## src/include/dsp_settings.svh

```systemverilog
`ifndef DSP_SETTINGS_SVH
`define DSP_SETTINGS_SVH

// Lanes per input vector
`define LANES 8

// Signed ADC code
`define CODE_W 8

// Feed-forward equalizer
`define FFE_TAPS 3
`define FFE_COEF_W 8
`define FFE_SHIFT_W 4

// Equalized estimate and slicer threshold
`define EST_W 10

// Channel estimate for rebuilding the expected code
`define CHAN_TAPS 3
`define CHAN_COEF_W 8
`define CHAN_SHIFT_W 3

// Residual error after saturation
`define ERR_W 10

`endif

```

## src/logic/dsp_pkg.sv

```systemverilog
`include "dsp_settings.svh"
`default_nettype none

package dsp_pkg;

    // Scalar element types, all signed
    typedef logic signed [`CODE_W-1:0] code_t;
    typedef logic signed [`FFE_COEF_W-1:0] ffe_coef_t;
    typedef logic signed [`EST_W-1:0] est_t;
    typedef logic signed [`CHAN_COEF_W-1:0] chan_coef_t;
    typedef logic signed [`ERR_W-1:0] err_t;

    // One cycle of ADC input, lane 0 is the earliest symbol
    typedef code_t [`LANES-1:0] code_vec_t;

    // Codes seen by one lane, index 0 is the newest
    typedef code_t [`FFE_TAPS-1:0] code_window_t;

    typedef struct packed {
        ffe_coef_t [`FFE_TAPS-1:0] weights;
        logic [`FFE_SHIFT_W-1:0] shift;
        est_t thresh;
    } ffe_cfg_t;

    typedef struct packed {
        chan_coef_t [`CHAN_TAPS-1:0] taps;
        logic [`CHAN_SHIFT_W-1:0] shift;
    } chan_cfg_t;

    // Registered output of one lane
    typedef struct packed {
        logic slice_bit;
        est_t est;
    } lane_result_t;

    typedef logic [`LANES-1:0] bit_vec_t;

    typedef err_t [`LANES-1:0] err_vec_t;

endpackage

`default_nettype wire

```

## src/logic/lane_equalizer.sv

```systemverilog
`include "dsp_settings.svh"
`default_nettype none

module lane_equalizer
    import dsp_pkg::*;
(
    input  wire logic         clk,
    input  wire logic         reset_i,
    input  wire code_window_t window_i,
    input  wire ffe_cfg_t     ffe_cfg_i,
    output lane_result_t      result_o
);

    localparam int ACC_W = `CODE_W + `FFE_COEF_W + $clog2(`FFE_TAPS);

    logic signed [ACC_W-1:0] acc;
    logic signed [ACC_W-1:0] shifted;
    est_t est_sat;
    logic slice_bit;

    // Clamp to the estimate range when the upper bits disagree with the sign
    function automatic est_t sat_est(input logic signed [ACC_W-1:0] value);
        logic [ACC_W-`EST_W:0] top;
        top = value[ACC_W-1:`EST_W-1];
        if ((&top) || !(|top)) begin
            return value[`EST_W-1:0];
        end
        return {value[ACC_W-1], {(`EST_W-1){~value[ACC_W-1]}}};
    endfunction

    always_comb begin
        acc = '0;
        for (int tap = 0; tap < `FFE_TAPS; tap++) begin
            acc = acc + window_i[tap] * ffe_cfg_i.weights[tap];
        end
    end

    // Arithmetic shift keeps the sign
    assign shifted = acc >>> ffe_cfg_i.shift;

    assign est_sat = sat_est(shifted);

    assign slice_bit = (est_sat >= ffe_cfg_i.thresh);

    always_ff @(posedge clk) begin
        if (reset_i) begin
            result_o <= '0;
        end else begin
            result_o.slice_bit <= slice_bit;
            result_o.est       <= est_sat;
        end
    end

endmodule

`default_nettype wire

```

## config.mk

```make
export PLATFORM = sky130hd
export DESIGN_NAME = lane_equalizer
export DESIGN_NICKNAME = d
export VERILOG_FILES = /design/src/logic/dsp_pkg.sv /design/src/logic/lane_equalizer.sv
export VERILOG_INCLUDE_DIRS = /design/src /design/src/include
export SDC_FILE = /design/constraint.sdc
export NUM_CORES = 1
export LEC_CHECK = 0
export ABC_AREA = 1
export BUFFER_PORTS_ARGS = -buffer_cell sky130_fd_sc_hd__buf_2
export CORE_ASPECT_RATIO = 0.75
export CORE_MARGIN = 2
export CORE_UTILIZATION = 25
export CTS_CLUSTER_SIZE = 30
export DETAILED_ROUTE_END_ITERATION = 16
export PLACE_DENSITY = 0.42
export SLEW_MARGIN = 10
export SYNTH_ARGS = -nofsm -noshare
export SYNTH_HDL_FRONTEND = slang
export SYNTH_SLANG_ARGS = --single-unit
```

## constraint.sdc

```tcl
create_clock -name clk -period 21.2 [get_ports clk]
set_input_delay 2.12 -clock clk [delete_from_list [all_inputs] [get_ports clk]]
set_output_delay 2.12 -clock clk [all_outputs]
set_load 0.01 [all_outputs]
```

==> Word-level counts from Yosys, hierarchy flattened <==
Cells that the tools add are included.
{ "totals": {"reg_bits": 11, "in_bits": 64, "word_cells": 17} }
{ "classes": {"add_sub_neg": 2, "mul": 3, "order_cmp": 1, "shifts": 1, "n_mux": 3, "bitwise_logic": 1, "reduce_logical": 4} }
{ "ops": {"columns": ["op", "count"], "rows": [
  ["$mul 8x8->16", 3],
  ["$mux 10", 2],
  ["$add 17x16->18", 1],
  ["$sshr 18x4->18", 1],
  ["$add 16x16->17", 1],
  ["$ge 10x10->1", 1],
  ["$reduce_and 9->1", 1],
  ["$reduce_or 9->1", 1],
  ["$logic_not 1->1", 1],
  ["$logic_or 1x1->1", 1],
  ["$mux 1", 1],
  ["$not 1->1", 1]
]} }

==> Depth between registers and ports, before layout <==
{ "depth": {"word_depth": 10, "ltp_mapped": 49} }

==> Least setup slack after synthesis <==
Ideal clock, no wire load.
{ "synth_timing": {"path_kind": "input port to flip-flop", "startpoint": "input ffe_cfg_i[14] (netlist bit)", "endpoint": "register result_o[10] (netlist bit)", "setup_ns": 0.074, "t_arrival_ns": 9.192, "t_required_ns": 21.126, "path_slack_ns": 11.934, "cell_stages": 46, "cell_sequence": "clkbuf_1 -> nand2_1 -> inv_1 -> fa_1 -> fa_1 -> inv_1 -> fa_1 -> inv_1 -> fa_1 -> fa_1 -> fa_1 -> inv_1 -> fa_1 -> inv_1 -> ha_1 -> nand2_1 -> nor2_1 -> inv_1 -> [... 10 more ...] -> nor2_1 -> nand2_1 -> nand2_1 -> nand2_2 -> nand2_4 -> nand2_1 -> nand2_1 -> inv_1 -> ha_1 -> inv_1 -> nor2_1 -> nor2_1 -> o21a_1 -> o21ai_0 -> nand3_1 -> a31oi_1 -> o31ai_1 -> a31oi_1"} }
{ "synth_via": {"elab_chain_cells": 10, "word_cells_on_any_way": 13} }
{ "synth_rtl": {"columns": ["element", "line", "text"], "rows": [
  ["start: declaration", "lane_equalizer.sv:10", "input wire ffe_cfg_t ffe_cfg_i,"],
  ["$mul 8x8->16 *", "lane_equalizer.sv:34", "acc = acc + window_i[tap] * ffe_cfg_i.weights[tap];"],
  ["$add 16x16->17 *", "lane_equalizer.sv:34", null],
  ["$add 17x16->18 *", "lane_equalizer.sv:34", null],
  ["$sshr 18x4->18 *", "lane_equalizer.sv:39", "assign shifted = acc >>> ffe_cfg_i.shift;"],
  ["$reduce_or 9->1", "lane_equalizer.sv:25", "if ((&top) || !(|top)) begin"],
  ["$logic_not 1->1", "lane_equalizer.sv:25", null],
  ["$logic_or 1x1->1", "lane_equalizer.sv:25", null],
  ["$mux 1", "lane_equalizer.sv:25", null],
  ["$mux 10 *", "lane_equalizer.sv:28", "return {value[ACC_W-1], {(`EST_W-1){~value[ACC_W-1]}}};"],
  ["via est_sat[1]", "lane_equalizer.sv:18", "est_t est_sat;"],
  ["$ge 10x10->1 *", "lane_equalizer.sv:43", "assign slice_bit = (est_sat >= ffe_cfg_i.thresh);"],
  ["end: declaration", "lane_equalizer.sv:11", "output lane_result_t result_o"]
]} }
Mark *: on every way through the listed nets, which the timed path passes. The rest lies on a longest branch. The select of a mux whose other input is x is not followed.
A chain may end at the register's enable or synchronous reset.

==> Worst setup path in the final report <==
{ "layout_timing": {"startpoint": "input ffe_cfg_i[31] (netlist bit)", "endpoint": "register result_o[10] (netlist bit)"} }
{ "layout_via": {"elab_chain_cells": 9, "word_cells_on_any_way": 12} }
{ "layout_rtl": {"columns": ["element", "line"], "rows": [
  ["$mul 8x8->16 *", "lane_equalizer.sv:34"],
  ["$add 17x16->18 *", "lane_equalizer.sv:34"],
  ["$sshr 18x4->18 *", "lane_equalizer.sv:39"],
  ["$reduce_or 9->1", "lane_equalizer.sv:25"],
  ["$logic_not 1->1", "lane_equalizer.sv:25"],
  ["$logic_or 1x1->1", "lane_equalizer.sv:25"],
  ["$mux 1", "lane_equalizer.sv:25"],
  ["$mux 10 *", "lane_equalizer.sv:28"],
  ["via est_sat[1]", "lane_equalizer.sv:18"],
  ["$ge 10x10->1 *", "lane_equalizer.sv:43"]
]} }
Marked as above.

==> key figures <==
Run status
  – Status: completed

Clock tree
  – Bufs on Longest Clock Path: 2
  – # resized after CTS: 0
  – Root Buffer: clkbuf_16
  – Clock Sink Count: 11
  – CTS buffer count: 3
  – Post-CTS setup buffer count: 0
  – Clock Pin Slew Worst Setup and Hold Paths: 0.04 ns
  – CTS tree: built
  – Post-CTS Hold Fix Bufs: 0
  – H-tree depth: 1

Final layout
  – Post-route cell area: 0.0110 mm^2
  – Leading cell types in the layout, fill and taps excluded: inv_1, nand2_1, fa_1
  – Largest regs: result_o x11
  – Fillers: about 4,400
  – Multi-input gate area: 0.00809 mm^2
  – Leading cell type in the layout, fill and taps excluded: inv_1
  – Nets: 1,739
  – Synthesis-to-layout area growth: 8.79%
  – Area occupied by registers: 220 um^2
  – Largest register FFs: 11
  – Reg with most FFs: result_o
  – Fraction of final layout cells with drive strength greater than 1: 8.18%

Timing
  – Max-slew violations: 0
  – Final Cycle Share: 46.8%
  – Final-report setup violation count: 0
  – Hold Vio Cnt, Final: 0
  – Hold slack final: 2.19 ns
  – Max Freq: approximately 100 MHz
  – Worst slew pin tran: 0.509 ns
  – RSZ-0062 raised after global routing: false
  – Final WS setup: 11.27 ns
  – Clock period minus worst slack: 9.93 ns
  – Setup TNS: 0 ns
  – Slew headroom: 66.0%

Drt
  – Final wirelength: 26,500 um
  – WL/cell: roughly 14 um
  – Post-route ant nets: 0
  – Vias: between 7,000 and 8,000
  – Starting DRC count in detailed routing: 399
  – Post-route DRC: 0
  – Drt pass-1 iters: 5
  – Via density: 4.10

Critical path
  – Worst Path Required: around 21 ns
  – Crit path capture type: flip-flop
  – Startpoint types: input port
  – CP Class: in2reg
  – Most Frequent Cell on Critical Path: nand2_1
  – CP max FO: 10
  – Max incr delay on CP: roughly 0.76 ns
  – Slowest CP cell: fa_1
  – CP Data Arrival Time: 10.10 ns

Global route
  – Initial antenna violation count: 2
  – Vias in the first global route: ~8,300
  – Global-route wire length before repair: 44,600 um
  – Total global-route track usage: between 10% and 20%
  – Largest net degree at the start of global routing: 25
  – Total gr overflow: 0

Synthesis
  – Syn. warnings: 0
  – Post-Syn Nets: 1,716
  – Post-synth cell types: 39
  – Yosys reg bits: 11
  – Number of synthesized flops with an enable pin: 0
  – Synth Area per Inst: between 7 and 8 um^2
  – Mapped Cells: 1,335
  – Sequential fraction of the synthesis area: approximately 2.2%
  – Dominant synthesized flop cell: dfxtp_1
  – Synth Cell Area: 0.0101 mm^2
  – Asr flop ratio synth: 0%

Floorplan
  – Width of the die: approximately 240 um
  – # IOs: 75
  – Core Region: 0.0397 mm^2
  – Die H: 178 um
  – Num rows: 63
  – Initial core utilization: 25.4%
  – Die area: 0.0421 mm^2

Min path
  – Hold/Removal Path Class: in2reg

Placement
  – Gpl congestion: 0.844
  – Buffers on Ports: 74
  – Cell Area, Placed: about 0.011 mm^2
  – DPL Wire Length: 24,800 um
  – Place WS: between 10 and 15 ns

Run
  – Max-cap violation count: 0
==> worst max-delay path, delay by kind of cell <==
kind	cells	cell delay (ns)
buffers and inverters	8	0.66
AND/OR/NAND/NOR	22	2.22
adder cells (fa/ha/maj)	9	4.38
AO/OA/AOI/OAI	5	0.71
==> cells in the mapped netlist, types with 3 or more instances <==
| cell type | number | area share [%] |
|---|---|---|
| dfxtp_1 | 11 | 2.2 |
| o21ai_1 | 3 | 0.15 |
| nand2_1 | 311 | 12 |
| xor2_1 | 5 | 0.43 |
| nand3_2 | 8 | 0.79 |
| clkinv_1 | 4 | 0.15 |
| a21oi_1 | 16 | 0.79 |
| nor2_2 | 5 | 0.31 |
| ha_1 | 83 | 10 |
| buf_2 | 3 | 0.15 |
| nor2_1 | 57 | 2.1 |
| nand2_2 | 7 | 0.43 |
| clkbuf_1 | 51 | 1.9 |
| inv_1 | 416 | 15 |
| nand3_1 | 47 | 2.3 |
| a31oi_1 | 3 | 0.19 |
| nand4_1 | 6 | 0.37 |
| fa_1 | 234 | 46 |
| o21ai_0 | 30 | 1.5 |
| or2_2 | 6 | 0.37 |
| nand2_4 | 3 | 0.33 |
==> layout make-up <==
type	count	area share, %
inverter	422	14.4
sequential	11	2.00
clock buffer	4	0.717
timing repair buffer	74	3.37
antenna	1	0.0228
multi-input combinational	846	73.6
tap	520	5.92
==> cells by family after synthesis <==
logic type | Yosys count | synth area share [%]
simple gates | 456 | 19.1
xor+xnor | 7 | 0.607
fa+ha+maj | 317 | 56.6
compound gates | 65 | 3.59
mux | 1 | 0.0990
buf+inv | 478 | 17.8
flops | 11 | 2.18
==> path summary, 6_finish.rpt <==
| path | start | to | slack [ns] | depth (start not counted) |
|---|---|---|---|---|
| max | ffe_cfg_i[31] | result_o[10] | 11.27 | 44 |
| min | reset_i | result_o[3] | 2.19 | 2 |
==> metrics by stage <==
stage	utilization (%)	std cells
after global placement	27.5	1873
final	27.7	1878
after global routing	27.7	1878
after floorplan	-	1335
after detailed placement	27.5	1873
after CTS	27.7	1877
==> metal layers <==
metal	GRT usage (%)	vias up	wire, um
met4	0.237	2	13
li1	-	3817	-
met3	1.27	4	1010
met1	21.2	3754	14200
met2	20.9	127	11200
met5	0	-	13
Power is not shown: default switching activity piles up to over one toggle a cycle in this logic, so the estimate is an artifact.
