<file path="src/include/dsp_settings.svh">
`ifndef DSP_SETTINGS_SVH
`define DSP_SETTINGS_SVH

// Lanes per input vector
`define LANES 8

// Signed ADC code
`define CODE_W 8

// Feed-forward equalizer
`define FFE_TAPS 3
`define FFE_COEF_W 8
`define FFE_SHIFT_W 4

// Equalized estimate and slicer threshold
`define EST_W 10

// Channel estimate for rebuilding the expected code
`define CHAN_TAPS 3
`define CHAN_COEF_W 8
`define CHAN_SHIFT_W 3

// Residual error after saturation
`define ERR_W 10

`endif

</file>
<file path="src/logic/dsp_pkg.sv">
`include "dsp_settings.svh"
`default_nettype none

package dsp_pkg;

    // Scalar element types, all signed
    typedef logic signed [`CODE_W-1:0] code_t;
    typedef logic signed [`FFE_COEF_W-1:0] ffe_coef_t;
    typedef logic signed [`EST_W-1:0] est_t;
    typedef logic signed [`CHAN_COEF_W-1:0] chan_coef_t;
    typedef logic signed [`ERR_W-1:0] err_t;

    // One cycle of ADC input, lane 0 is the earliest symbol
    typedef code_t [`LANES-1:0] code_vec_t;

    // Codes seen by one lane, index 0 is the newest
    typedef code_t [`FFE_TAPS-1:0] code_window_t;

    typedef struct packed {
        ffe_coef_t [`FFE_TAPS-1:0] weights;
        logic [`FFE_SHIFT_W-1:0] shift;
        est_t thresh;
    } ffe_cfg_t;

    typedef struct packed {
        chan_coef_t [`CHAN_TAPS-1:0] taps;
        logic [`CHAN_SHIFT_W-1:0] shift;
    } chan_cfg_t;

    // Registered output of one lane
    typedef struct packed {
        logic slice_bit;
        est_t est;
    } lane_result_t;

    typedef logic [`LANES-1:0] bit_vec_t;

    typedef err_t [`LANES-1:0] err_vec_t;

endpackage

`default_nettype wire

</file>
<file path="src/logic/code_window_builder.sv">
`include "dsp_settings.svh"
`default_nettype none

module code_window_builder
    import dsp_pkg::*;
(
    input  wire logic       clk,
    input  wire logic       reset_i,
    input  wire code_vec_t  codes_i,
    output code_window_t    windows_o [`LANES],
    output code_vec_t       code_dly_o
);

    localparam int HIST = `FFE_TAPS - 1;

    code_vec_t cur_q;
    code_vec_t prev_q;

    // Current vector with the tail of the previous one below it
    code_t [`LANES+HIST-1:0] code_hist;

    always_ff @(posedge clk) begin
        if (reset_i) begin
            cur_q  <= '0;
            prev_q <= '0;
        end else begin
            cur_q  <= codes_i;
            prev_q <= cur_q;
        end
    end

    assign code_hist = {cur_q, prev_q[`LANES-1 -: HIST]};

    // Previous vector doubles as the delayed copy for the error path
    assign code_dly_o = prev_q;

    genvar lane;
    genvar tap;
    generate
        for (lane = 0; lane < `LANES; lane++) begin : g_lane
            for (tap = 0; tap < `FFE_TAPS; tap++) begin : g_tap
                // Tap j looks j serial positions back
                assign windows_o[lane][tap] = code_hist[lane + HIST - tap];
            end
        end
    endgenerate

endmodule

`default_nettype wire

</file>
<file path="config.mk">
export PLATFORM = sky130hd
export DESIGN_NAME = code_window_builder
export DESIGN_NICKNAME = d
export VERILOG_FILES = /design/src/logic/dsp_pkg.sv /design/src/logic/code_window_builder.sv
export VERILOG_INCLUDE_DIRS = /design/src /design/src/include
export SDC_FILE = /design/constraint.sdc
export NUM_CORES = 1
export LEC_CHECK = 0
export ABC_CLOCK_PERIOD_IN_PS = 900
export CAP_MARGIN = 10
export CORE_AREA = 2 2 124 126
export DETAILED_ROUTE_END_ITERATION = 6
export DIE_AREA = 0 0 126 128
export DONT_BUFFER_PORTS = 1
export GPL_TIMING_DRIVEN = 0
export SLEW_MARGIN = 10
export SYNTH_ARGS = -nofsm -noshare
export SYNTH_HDL_FRONTEND = slang
export SYNTH_SLANG_ARGS = --single-unit
export TNS_END_PERCENT = 1
</file>
<file path="constraint.sdc">
create_clock -name clk -period 0.9 [get_ports clk]
set_input_delay 0.045 -clock clk [delete_from_list [all_inputs] [get_ports clk]]
set_output_delay 0.045 -clock clk [all_outputs]
set_load 0.02 [all_outputs]
</file>
# Word level (Yosys, flattened, before mapping)
# Cells that the tools add are included.
word_totals:
  ff_bits: 128
  inputBits: 66
  elab_cells: 16

# Longest topological paths before layout
# Gate-level depths: netlist (run 1).
logic_depth:
  ltp_word: 0
  ltp_mapped: 3

# Least setup slack after synthesis (run 1)
# No wires, ideal clock.
synth_path:
  kind: "reg2out"
  from: "register cur_q (netlist bit windows_o[68])"
  to: "output port windows_o[100] (netlist name)"
  t_arrival_ns: 0.631
  path_slack_ns: 0.224
  path_stages_with_launch: 2
  n_path_buf: 1
  path_cell_list: "dfxtp_1 -> buf_4"
synth_lines:
  columns: ["element", "line", "text"]
  rows:
  - ["start: declaration", "code_window_builder.sv:16", "code_vec_t cur_q;"]
  - ["start signal: assignment", "code_window_builder.sv:27", "cur_q <= codes_i;"]
  - ["end: declaration", "code_window_builder.sv:10", "output code_window_t windows_o [`LANES],"]
# No word-level cell between the ends.

# Final worst setup path (run 1)
layout_path:
  from: "register cur_q (netlist bit windows_o[117])"
  to: "output port windows_o[133] (netlist name)"
# No word-level cell between the ends.

==> results of run 1 <==
[how the worst max path moves through the flow]
stage,start,to,slack [ns],depth (start not counted)
4_1_cts,windows_o[117],windows_o[133],-0.15,1
5_1_grt,windows_o[117],windows_o[133],-0.16,1
2_1_floorplan,windows_o[68],windows_o[100],0.22,1
3_5_place_dp,windows_o[117],windows_o[149],0.05,1
6_report,windows_o[117],windows_o[133],-0.11,1
3_3_place_gp,windows_o[117],windows_o[149],0.04,1
[worst min-delay path: cells and delay by family]
kind                   cells  cell delay (ns)
and+or+nand+nor            1             0.05
buffers and inverters      2             0.34
[sequential cells by signal (all words and copies together), names as in the netlist]
name / cells
code_dly_o: 64
windows_o: 64
[cells by family (layout without fill, tap and decap cells)]
logic type / Yosys count / count (layout)
buf+inv: 142 / 236
other cells: 0 / 1
flops: 128 / 128
simple gates: 128 / 128
[cell usage after synthesis (all sizes together)]
| cell | count |
|---|---|
| buf | 142 |
| nor2b | 128 |
| dfxtp | 128 |
[routing by layer]
metal | vias up | wire (um) | global-route usage
li1 | 1245 | - | -
met1 | 1291 | 4023 | 0.1337
met2 | 174 | 6307 | 0.2473
met3 | 9 | 999 | 0.06302
met4 | 0 | 154 | 0.05559
met5 | - | 0 | 0
[metrics by stage]
stage | hold WS [ns] | instances | total power (W)
finish | 0.07562 | 681 | 0.01470
global route | 0.08674 | 681 | 0.01529
CTS | 0.06902 | 680 | 0.01486
detailed placement | 0.1790 | 586 | 0.007779
global placement | 0.1771 | 586 | 0.007772
floorplan | 0.1732 | 398 | 0.007585
[power groups by stage]
stage | Sequential [W] | Combinational, W | Clock, W
2_1_floorplan | 0.00654 | 0.00104 | 0
3_3_place_gp | 0.00663 | 0.00114 | 0
3_5_place_dp | 0.00663 | 0.00115 | 0
4_1_cts | 0.00649 | 0.00155 | 0.00682
5_1_grt | 0.00653 | 0.00163 | 0.00712
6_report | 0.00650 | 0.00155 | 0.00665
[layout make-up]
| type | count | area share |
|---|---|---|
| Clock inverter | 7 | 0.01681 |
| Multi-Input combinational cell | 128 | 0.1195 |
| Sequential cell | 128 | 0.4329 |
| Antenna cell | 1 | 0.0003736 |
| Timing Repair Buffer | 65 | 0.09712 |
| Clock buffer | 22 | 0.06780 |
| Tap cell | 188 | 0.03511 |
| Buffer | 142 | 0.2303 |
[timing repair]
action	in CTS	in global routing
setup buffers	0	0
hold endpoints to repair	71	0
gates resized for setup	306	20
hold buffers	65	0
setup endpoints to repair	234	150
pin swaps	0	0
==> flow_metrics.env, run 1 <==
export IMPL_syn_area_per_cell_sq_um=11.12
export IMPL_place_hpwl_mm=7.200
export IMPL_p_comb_frac=0.106
export IMPL_reg2reg_slack_ns=0.23
export IMPL_finalInstanceArea_sq_um=6699
export IMPL_antenna_found_initial=1
export IMPL_synth_fa_ha_area_frac=0
export IMPL_ys_warn_count=0
export IMPL_syn_area_sq_um=4425
export IMPL_crit_chain="buf_6"
export IMPL_clock_skew_ns=0.006842
export IMPL_p_sw_w=0.003590
export IMPL_hold_path_class="primary input to flip-flop"
export IMPL_slew_headroom=0.8634
export IMPL_grt_max_degree=17
export IMPL_clkTransAtPathRegs_ns=0.05
export IMPL_die_w_um=126
export IMPL_worstReg2RegEnd="code_dly_o[44]"
export IMPL_violations="setup timing"
export IMPL_muxShareOfSynthArea=0
export IMPL_gp_congestion=0.7219
export IMPL_min_from="reset_i"
export IMPL_worstSetupEndpointType="primary output"
export IMPL_period_share=1.124
export IMPL_p_int_w=0.01111
export IMPL_hold_viol_final=0
export IMPL_pre_cts_slack_ns=0.05445
export IMPL_synth_fp_nets=464
export IMPL_floorplan_rows=45
export IMPL_num_vias=2719
export IMPL_die_area_sq_um=16130
export IMPL_die_y_um=128
export IMPL_drc_errors=0
export IMPL_cts_inserted_buffers=17
export IMPL_power_density_nw_per_um2=2195
export IMPL_start_util=0.2977
export IMPL_synth_top_area_cell="dfxtp_1"
export IMPL_p_leak_nw=2.800
export IMPL_rsz0062_at_grt="yes"
export IMPL_placed_cell_area_sq_um=4661
export IMPL_fin_tns_setup_ns=-9.789
export IMPL_final_common_cell="buf_6"
export IMPL_start_kind="flip-flop"
export IMPL_cts_htree_levels=4
export IMPL_grt_usage=0.1360
export IMPL_grt_pass1_vias=2848
export IMPL_cts_tree="built"
export IMPL_vias_per_cell=3.993
export IMPL_ys_top_cells_by_area="dfxtp_1, buf_4, nor2b_1"
export IMPL_netlist_instances=398
export IMPL_multi_input_area_sq_um=800.8
export IMPL_synth_seq_cells=128
export IMPL_clock_power_share=0.452
export IMPL_wl_per_cell_um=16.86
export IMPL_drtIter0Drc=74
export IMPL_synthDistinctLibCells=5
export IMPL_period_minus_slack_ns=1.012
export IMPL_r2r_cells=1
export IMPL_status="complete, but fails checks"
export IMPL_drt_first_pass_iters=4
export IMPL_drtAntennaViolNets=0
export IMPL_hold_depth=3
export IMPL_r2r_start="windows_o[20]"
export IMPL_synth_top_family_by_area="buffers and inverters"
export IMPL_final_util=0.4507
export IMPL_netlist_area_leader_share=0.5790
export IMPL_setup_ws_ns=-0.1116
export IMPL_numPortBuffers=0
export IMPL_p_seq_frac=0.442
export IMPL_nets=548
export IMPL_arrival_ns=0.97
export IMPL_cp_top_family="flip-flops"
export IMPL_final_cell_mix="buf_6, nor2b_1, dfxtp_4, dlygate4sd3_1, dfxtp_2"
export IMPL_finalMaxSlewViolations=0
export IMPL_crit_buf_inv=1
export IMPL_clock_fmax_mhz=988.5
export IMPL_regArea_sq_um=2900
export IMPL_critPathMaxStageDelay_ns=0.42
export IMPL_synth_xor_area_share=0
export IMPL_holdPathEnd="windows_o[65]"
export IMPL_clkSinkCount=128
export IMPL_clock_latency_ns=0.40
export IMPL_grt_ovfl_total=0
export IMPL_ios=322
export IMPL_grt_pass1_wl_mm=16.46
export IMPL_layout_drive_gt1_share=0.5955
export IMPL_finalSetupViolCount=128
export IMPL_critPathMaxFanout=4
export IMPL_tightestPinTransition_ns=0.2046
export IMPL_slowest_stage="dfxtp_4"
export IMPL_swShare=0.2442
export IMPL_ys_seq_area_frac=0.5790
export IMPL_synth_compound_area_frac=0
export IMPL_synth_simple_area_share=0.1809
export IMPL_cp_data_required_time_ns=0.85
export IMPL_nFillCells=1316
export IMPL_drt_wl_total_mm=11.49
export IMPL_cap_violations=0
export IMPL_peakVddDrop_mv=1.112
export IMPL_root_buffer="clkbuf_16"
export IMPL_area_growth_pct=51.37
export IMPL_core_area_sq_um=14860
export IMPL_ctsLongestPathBuffers=2
export IMPL_crit_type="flip-flop to primary output"
(Power assumes the default switching activity.)
==> run 2, diff against run 1 <==
CORE_AREA = 2 2 126 128   (was 2 2 124 126)
DIE_AREA = 0 0 128 130   (was 0 0 126 128)
==> flow_metrics.env, run 2 (same netlist as run 1, synthesis figures left out) <==
export IMPL_placedCellCount=590
export IMPL_placed_cell_area_sq_um=4666
export IMPL_arrival_ns=0.96
export IMPL_drtAntennaViolNets=0
export IMPL_grt_max_degree=17
export IMPL_diodes=0
export IMPL_rsz0062_at_grt="yes"
export IMPL_crit_chain="buf_6"
export IMPL_clkSinkCount=128
export IMPL_cts_tree="built"
export IMPL_num_vias=2729
export IMPL_ctsLongestPathBuffers=2
export IMPL_place_hpwl_mm=7.564
export IMPL_area_growth_pct=51.80
export IMPL_floorplan_rows=46
export IMPL_r2r_start="windows_o[137]"
export IMPL_worstReg2RegEnd="code_dly_o[1]"
export IMPL_cp_top_family="flip-flops"
export IMPL_reg2reg_slack_ns=0.26
export IMPL_period_share=1.112
export IMPL_p_leak_nw=2.799
export IMPL_start_kind="flip-flop"
export IMPL_ios=322
export IMPL_crit_buf_inv=1
export IMPL_clock_skew_ns=0.003789
export IMPL_final_cells=687
export IMPL_cap_violations=0
export IMPL_clkTransAtPathRegs_ns=0.06
export IMPL_finalMaxSlewViolations=0
export IMPL_violations="setup timing"
export IMPL_peakVddDrop_mv=1.069
export IMPL_numPortBuffers=0
export IMPL_finalPower_w=0.01464
export IMPL_final_common_cell="buf_6"
export IMPL_slowest_stage="dfxtp_4"
export IMPL_hold_path_class="primary input to flip-flop"
export IMPL_r2r_cells=1
export IMPL_critPathMaxStageDelay_ns=0.41
export IMPL_core_area_sq_um=15420
export IMPL_period_minus_slack_ns=1.001
export IMPL_gp_congestion=0.6753
export IMPL_vias_per_cell=3.972
export IMPL_cts_setup_buffers=0
export IMPL_crit_type="flip-flop to primary output"
export IMPL_slew_headroom=0.8642
export IMPL_min_from="reset_i"
export IMPL_cts_htree_levels=4
export IMPL_clock_fmax_mhz=999.2
export IMPL_cp_data_required_time_ns=0.85
export IMPL_tightestPinTransition_ns=0.2037
export IMPL_grt_pass1_vias=2844
export IMPL_critPathMaxFanout=4
export IMPL_finalSetupViolCount=128
export IMPL_root_buffer="clkbuf_16"
export IMPL_power_density_nw_per_um2=2180
export IMPL_grt_usage=0.1293
export IMPL_status="complete, but fails checks"
export IMPL_holdPathEnd="windows_o[66]"
export IMPL_grt_pass1_wl_mm=15.81
export IMPL_layout_drive_gt1_share=0.6061
export IMPL_finalInstanceArea_sq_um=6718
export IMPL_final_cell_mix="buf_6, nor2b_1, dfxtp_4, dlygate4sd3_1, dfxtp_2"
export IMPL_nets=548
export IMPL_drtIter0Drc=70
export IMPL_fin_tns_setup_ns=-10.29
export IMPL_drt_wl_total_mm=11.28
export IMPL_worstSetupEndpointType="primary output"
export IMPL_hold_depth=3
export IMPL_setup_ws_ns=-0.1008
export IMPL_die_w_um=128
export IMPL_antenna_found_initial=0
export IMPL_start_util=0.2869
export IMPL_grt_ovfl_total=0
export IMPL_wl_per_cell_um=16.41
export IMPL_drc_errors=0
export IMPL_hold_viol_final=0
export IMPL_die_y_um=130
export IMPL_drt_first_pass_iters=4
export IMPL_clock_latency_ns=0.40
export IMPL_die_area_sq_um=16640
export IMPL_cts_inserted_buffers=17
## run 2: cell count changes in the layout (fill, tap and decap cells not counted), sizes merged
cell and change:
bufinv -2, clkbuf +2, clkinvlp +3, diode -1
## run 2: layer usage
metal	share of wire	GRT usage	vias to the layer above	routed length [um]
li1	-	-	1247	-
met4	0.013	0.06206	0	152
met1	0.34	0.1227	1277	3837
met5	0	0	-	0
met3	0.096	0.06314	10	1079
met2	0.55	0.2347	195	6206
## run 2: final cells by class
class | instances | area (sq um)
buffer | 142 | 1543
clock buffer | 24 | 501.7
clock inverter | 8 | 78.83
fill | 1386 | 8707
multi-input combinational | 128 | 800.8
sequential | 128 | 2903
tap | 192 | 240.2
timing repair buffer | 65 | 650.6
## run 2: timing repair
action / 4_1_cts / 5_1_grt
setup endpoints to repair: 247 / 143
hold buffers: 65 / 0
resized for setup: 313 / 15
hold endpoints to repair: 71 / 0
## run 2: through the flow
stage                     hold WS [ns]    util  setup WS [ns]
after CTS                      0.05129  0.4333        -0.1399
final                          0.06403  0.4355        -0.1008
after detailed placement        0.1790  0.3025        0.09323
after global placement          0.1752  0.3025         0.1003
after floorplan                 0.1732       -         0.2240
after global routing           0.07119  0.4355        -0.1533
## run 2: worst max-delay path by stage
stage	startpoint	end	slack (ns)	cells past startpoint
6_report	windows_o[137]	windows_o[169]	-0.10	1
5_1_grt	windows_o[137]	windows_o[169]	-0.15	1
4_1_cts	windows_o[137]	windows_o[169]	-0.14	1
3_5_place_dp	windows_o[137]	windows_o[169]	0.09	1
3_3_place_gp	windows_o[137]	windows_o[169]	0.10	1
2_1_floorplan	windows_o[68]	windows_o[100]	0.22	1
## run 2: where the power goes
| part | internal (W) | total, W | switching (W) |
|---|---|---|---|
| combinational | 0.000868 | 0.00154 | 0.000676 |
| sequential | 0.00588 | 0.00650 | 0.000624 |
| clock | 0.00416 | 0.00660 | 0.00244 |
| total | 0.0109 | 0.0146 | 0.00374 |
==> run 3, diff against run 2 <==
CELL_PAD_IN_SITES_DETAIL_PLACEMENT = 1   (was not set)
CELL_PAD_IN_SITES_GLOBAL_PLACEMENT = 2   (was not set)
CORE_AREA = 2 2 125 127   (was 2 2 126 128)
DIE_AREA = 0 0 127 129   (was 0 0 128 130)
PLACE_DENSITY_LB_ADDON = 0.1   (was not set)
==> flow_metrics.env, run 3 (same netlist as run 1, synthesis figures left out) <==
export IMPL_crit_chain="buf_6"
export IMPL_setup_ws_ns=-0.1138
export IMPL_drt_wl_total_mm=11.28
export IMPL_start_kind="flip-flop"
export IMPL_area_growth_pct=53.55
export IMPL_cts_inserted_buffers=17
export IMPL_rsz0062_at_grt="yes"
export IMPL_tightestPinTransition_ns=0.2009
export IMPL_die_area_sq_um=16380
export IMPL_placed_cell_area_sq_um=4661
export IMPL_finalMaxSlewViolations=0
export IMPL_worstSetupEndpointType="primary output"
export IMPL_drtAntennaViolNets=0
export IMPL_grt_pass1_wl_mm=16.37
export IMPL_die_w_um=127
export IMPL_floorplan_rows=45
export IMPL_place_hpwl_mm=7.936
export IMPL_vias_per_cell=4.025
export IMPL_arrival_ns=0.97
export IMPL_p_leak_nw=2.844
export IMPL_cts_tree="built"
export IMPL_hold_viol_final=0
export IMPL_finalSetupViolCount=128
export IMPL_status="complete, but fails checks"
export IMPL_numPortBuffers=0
export IMPL_clock_latency_ns=0.41
export IMPL_wl_per_cell_um=16.51
export IMPL_core_area_sq_um=14980
export IMPL_clock_fmax_mhz=986.4
export IMPL_slew_headroom=0.8660
export IMPL_final_cell_mix="buf_6, nor2b_1, dfxtp_4, dlygate4sd3_1, dfxtp_2"
export IMPL_antenna_found_initial=0
export IMPL_drtIter0Drc=46
export IMPL_cts_setup_buffers=0
export IMPL_cts_htree_levels=4
export IMPL_period_share=1.126
export IMPL_final_util=0.4537
export IMPL_regArea_sq_um=2903
export IMPL_cp_top_family="flip-flops"
export IMPL_start_util=0.2955
export IMPL_crit_buf_inv=1
export IMPL_slowest_stage="dfxtp_4"
export IMPL_cp_data_required_time_ns=0.85
export IMPL_pre_cts_slack_ns=0.06485
export IMPL_drc_errors=0
export IMPL_clkSinkCount=128
export IMPL_timing_hold_ws_ns=0.04226
export IMPL_grt_pass1_vias=2913
export IMPL_die_y_um=129
export IMPL_nets=548
export IMPL_peakVddDrop_mv=1.157
export IMPL_gp_congestion=0.6736
export IMPL_clkTransAtPathRegs_ns=0.06
export IMPL_ios=322
export IMPL_num_vias=2749
export IMPL_layout_drive_gt1_share=0.6101
export IMPL_nFillCells=1515
export IMPL_cap_violations=0
export IMPL_grt_ovfl_total=0
export IMPL_hold_path_class="primary input to flip-flop"
export IMPL_root_buffer="clkbuf_16"
export IMPL_violations="setup timing"
export IMPL_clock_skew_ns=0.003521
export IMPL_ctsLongestPathBuffers=2
export IMPL_drt_first_pass_iters=3
export IMPL_grt_usage=0.1357
export IMPL_finalInstanceArea_sq_um=6795
export IMPL_period_minus_slack_ns=1.014
export IMPL_grt_max_degree=17
export IMPL_critPathMaxStageDelay_ns=0.42
export IMPL_critPathMaxFanout=4
export IMPL_final_common_cell="buf_6"
export IMPL_diodes=0
export IMPL_power_density_nw_per_um2=2297
export IMPL_multi_input_area_sq_um=800.8
export IMPL_crit_type="flip-flop to primary output"
[run 3: cell type report]
type | count | area share
flip-flops and latches | 128 | 0.4272
plain buffers | 142 | 0.2270
multi-input cells | 128 | 0.1178
repair buffers | 65 | 0.09575
clock buffers | 19 | 0.06665
well taps | 188 | 0.03462
clock inverters | 13 | 0.03093
[run 3: what timing repair did]
action,4_1_cts,5_1_grt
endpoints found under the hold margin,71,0
pin swaps,0,0
hold buffers,65,0
endpoints found under the setup margin,255,134
resized for setup,325,3
[run 3: final timing paths]
path,endpoint,slack [ns],cells past startpoint,from
max reg2reg,code_dly_o[29],0.26,1,windows_o[69]
max,windows_o[120],-0.11,1,windows_o[88]
min,windows_o[41],0.04,3,reset_i
min reg2reg,code_dly_o[62],0.52,1,windows_o[6]
[run 3: per-stage QoR]
step,cells,power (W),TNS (ns)
2_1_floorplan,398,0.007585,0
3_3_place_gp,586,0.007792,0
3_5_place_dp,586,0.007792,0
4_1_cts,683,0.01589,-14.25
5_1_grt,683,0.01621,-15.47
6_report,683,0.01561,-10.50
[run 3: power by group]
part           switching [W]  internal [W]
logic               0.000664      0.000868
registers           0.000620       0.00588
clock network        0.00251       0.00506
[run 3: layer usage]
layer  track usage  wire length, um
met2        0.2451             6156
met1        0.1325             3728
met4       0.06270              234
met3       0.06320             1158
met5             0                0
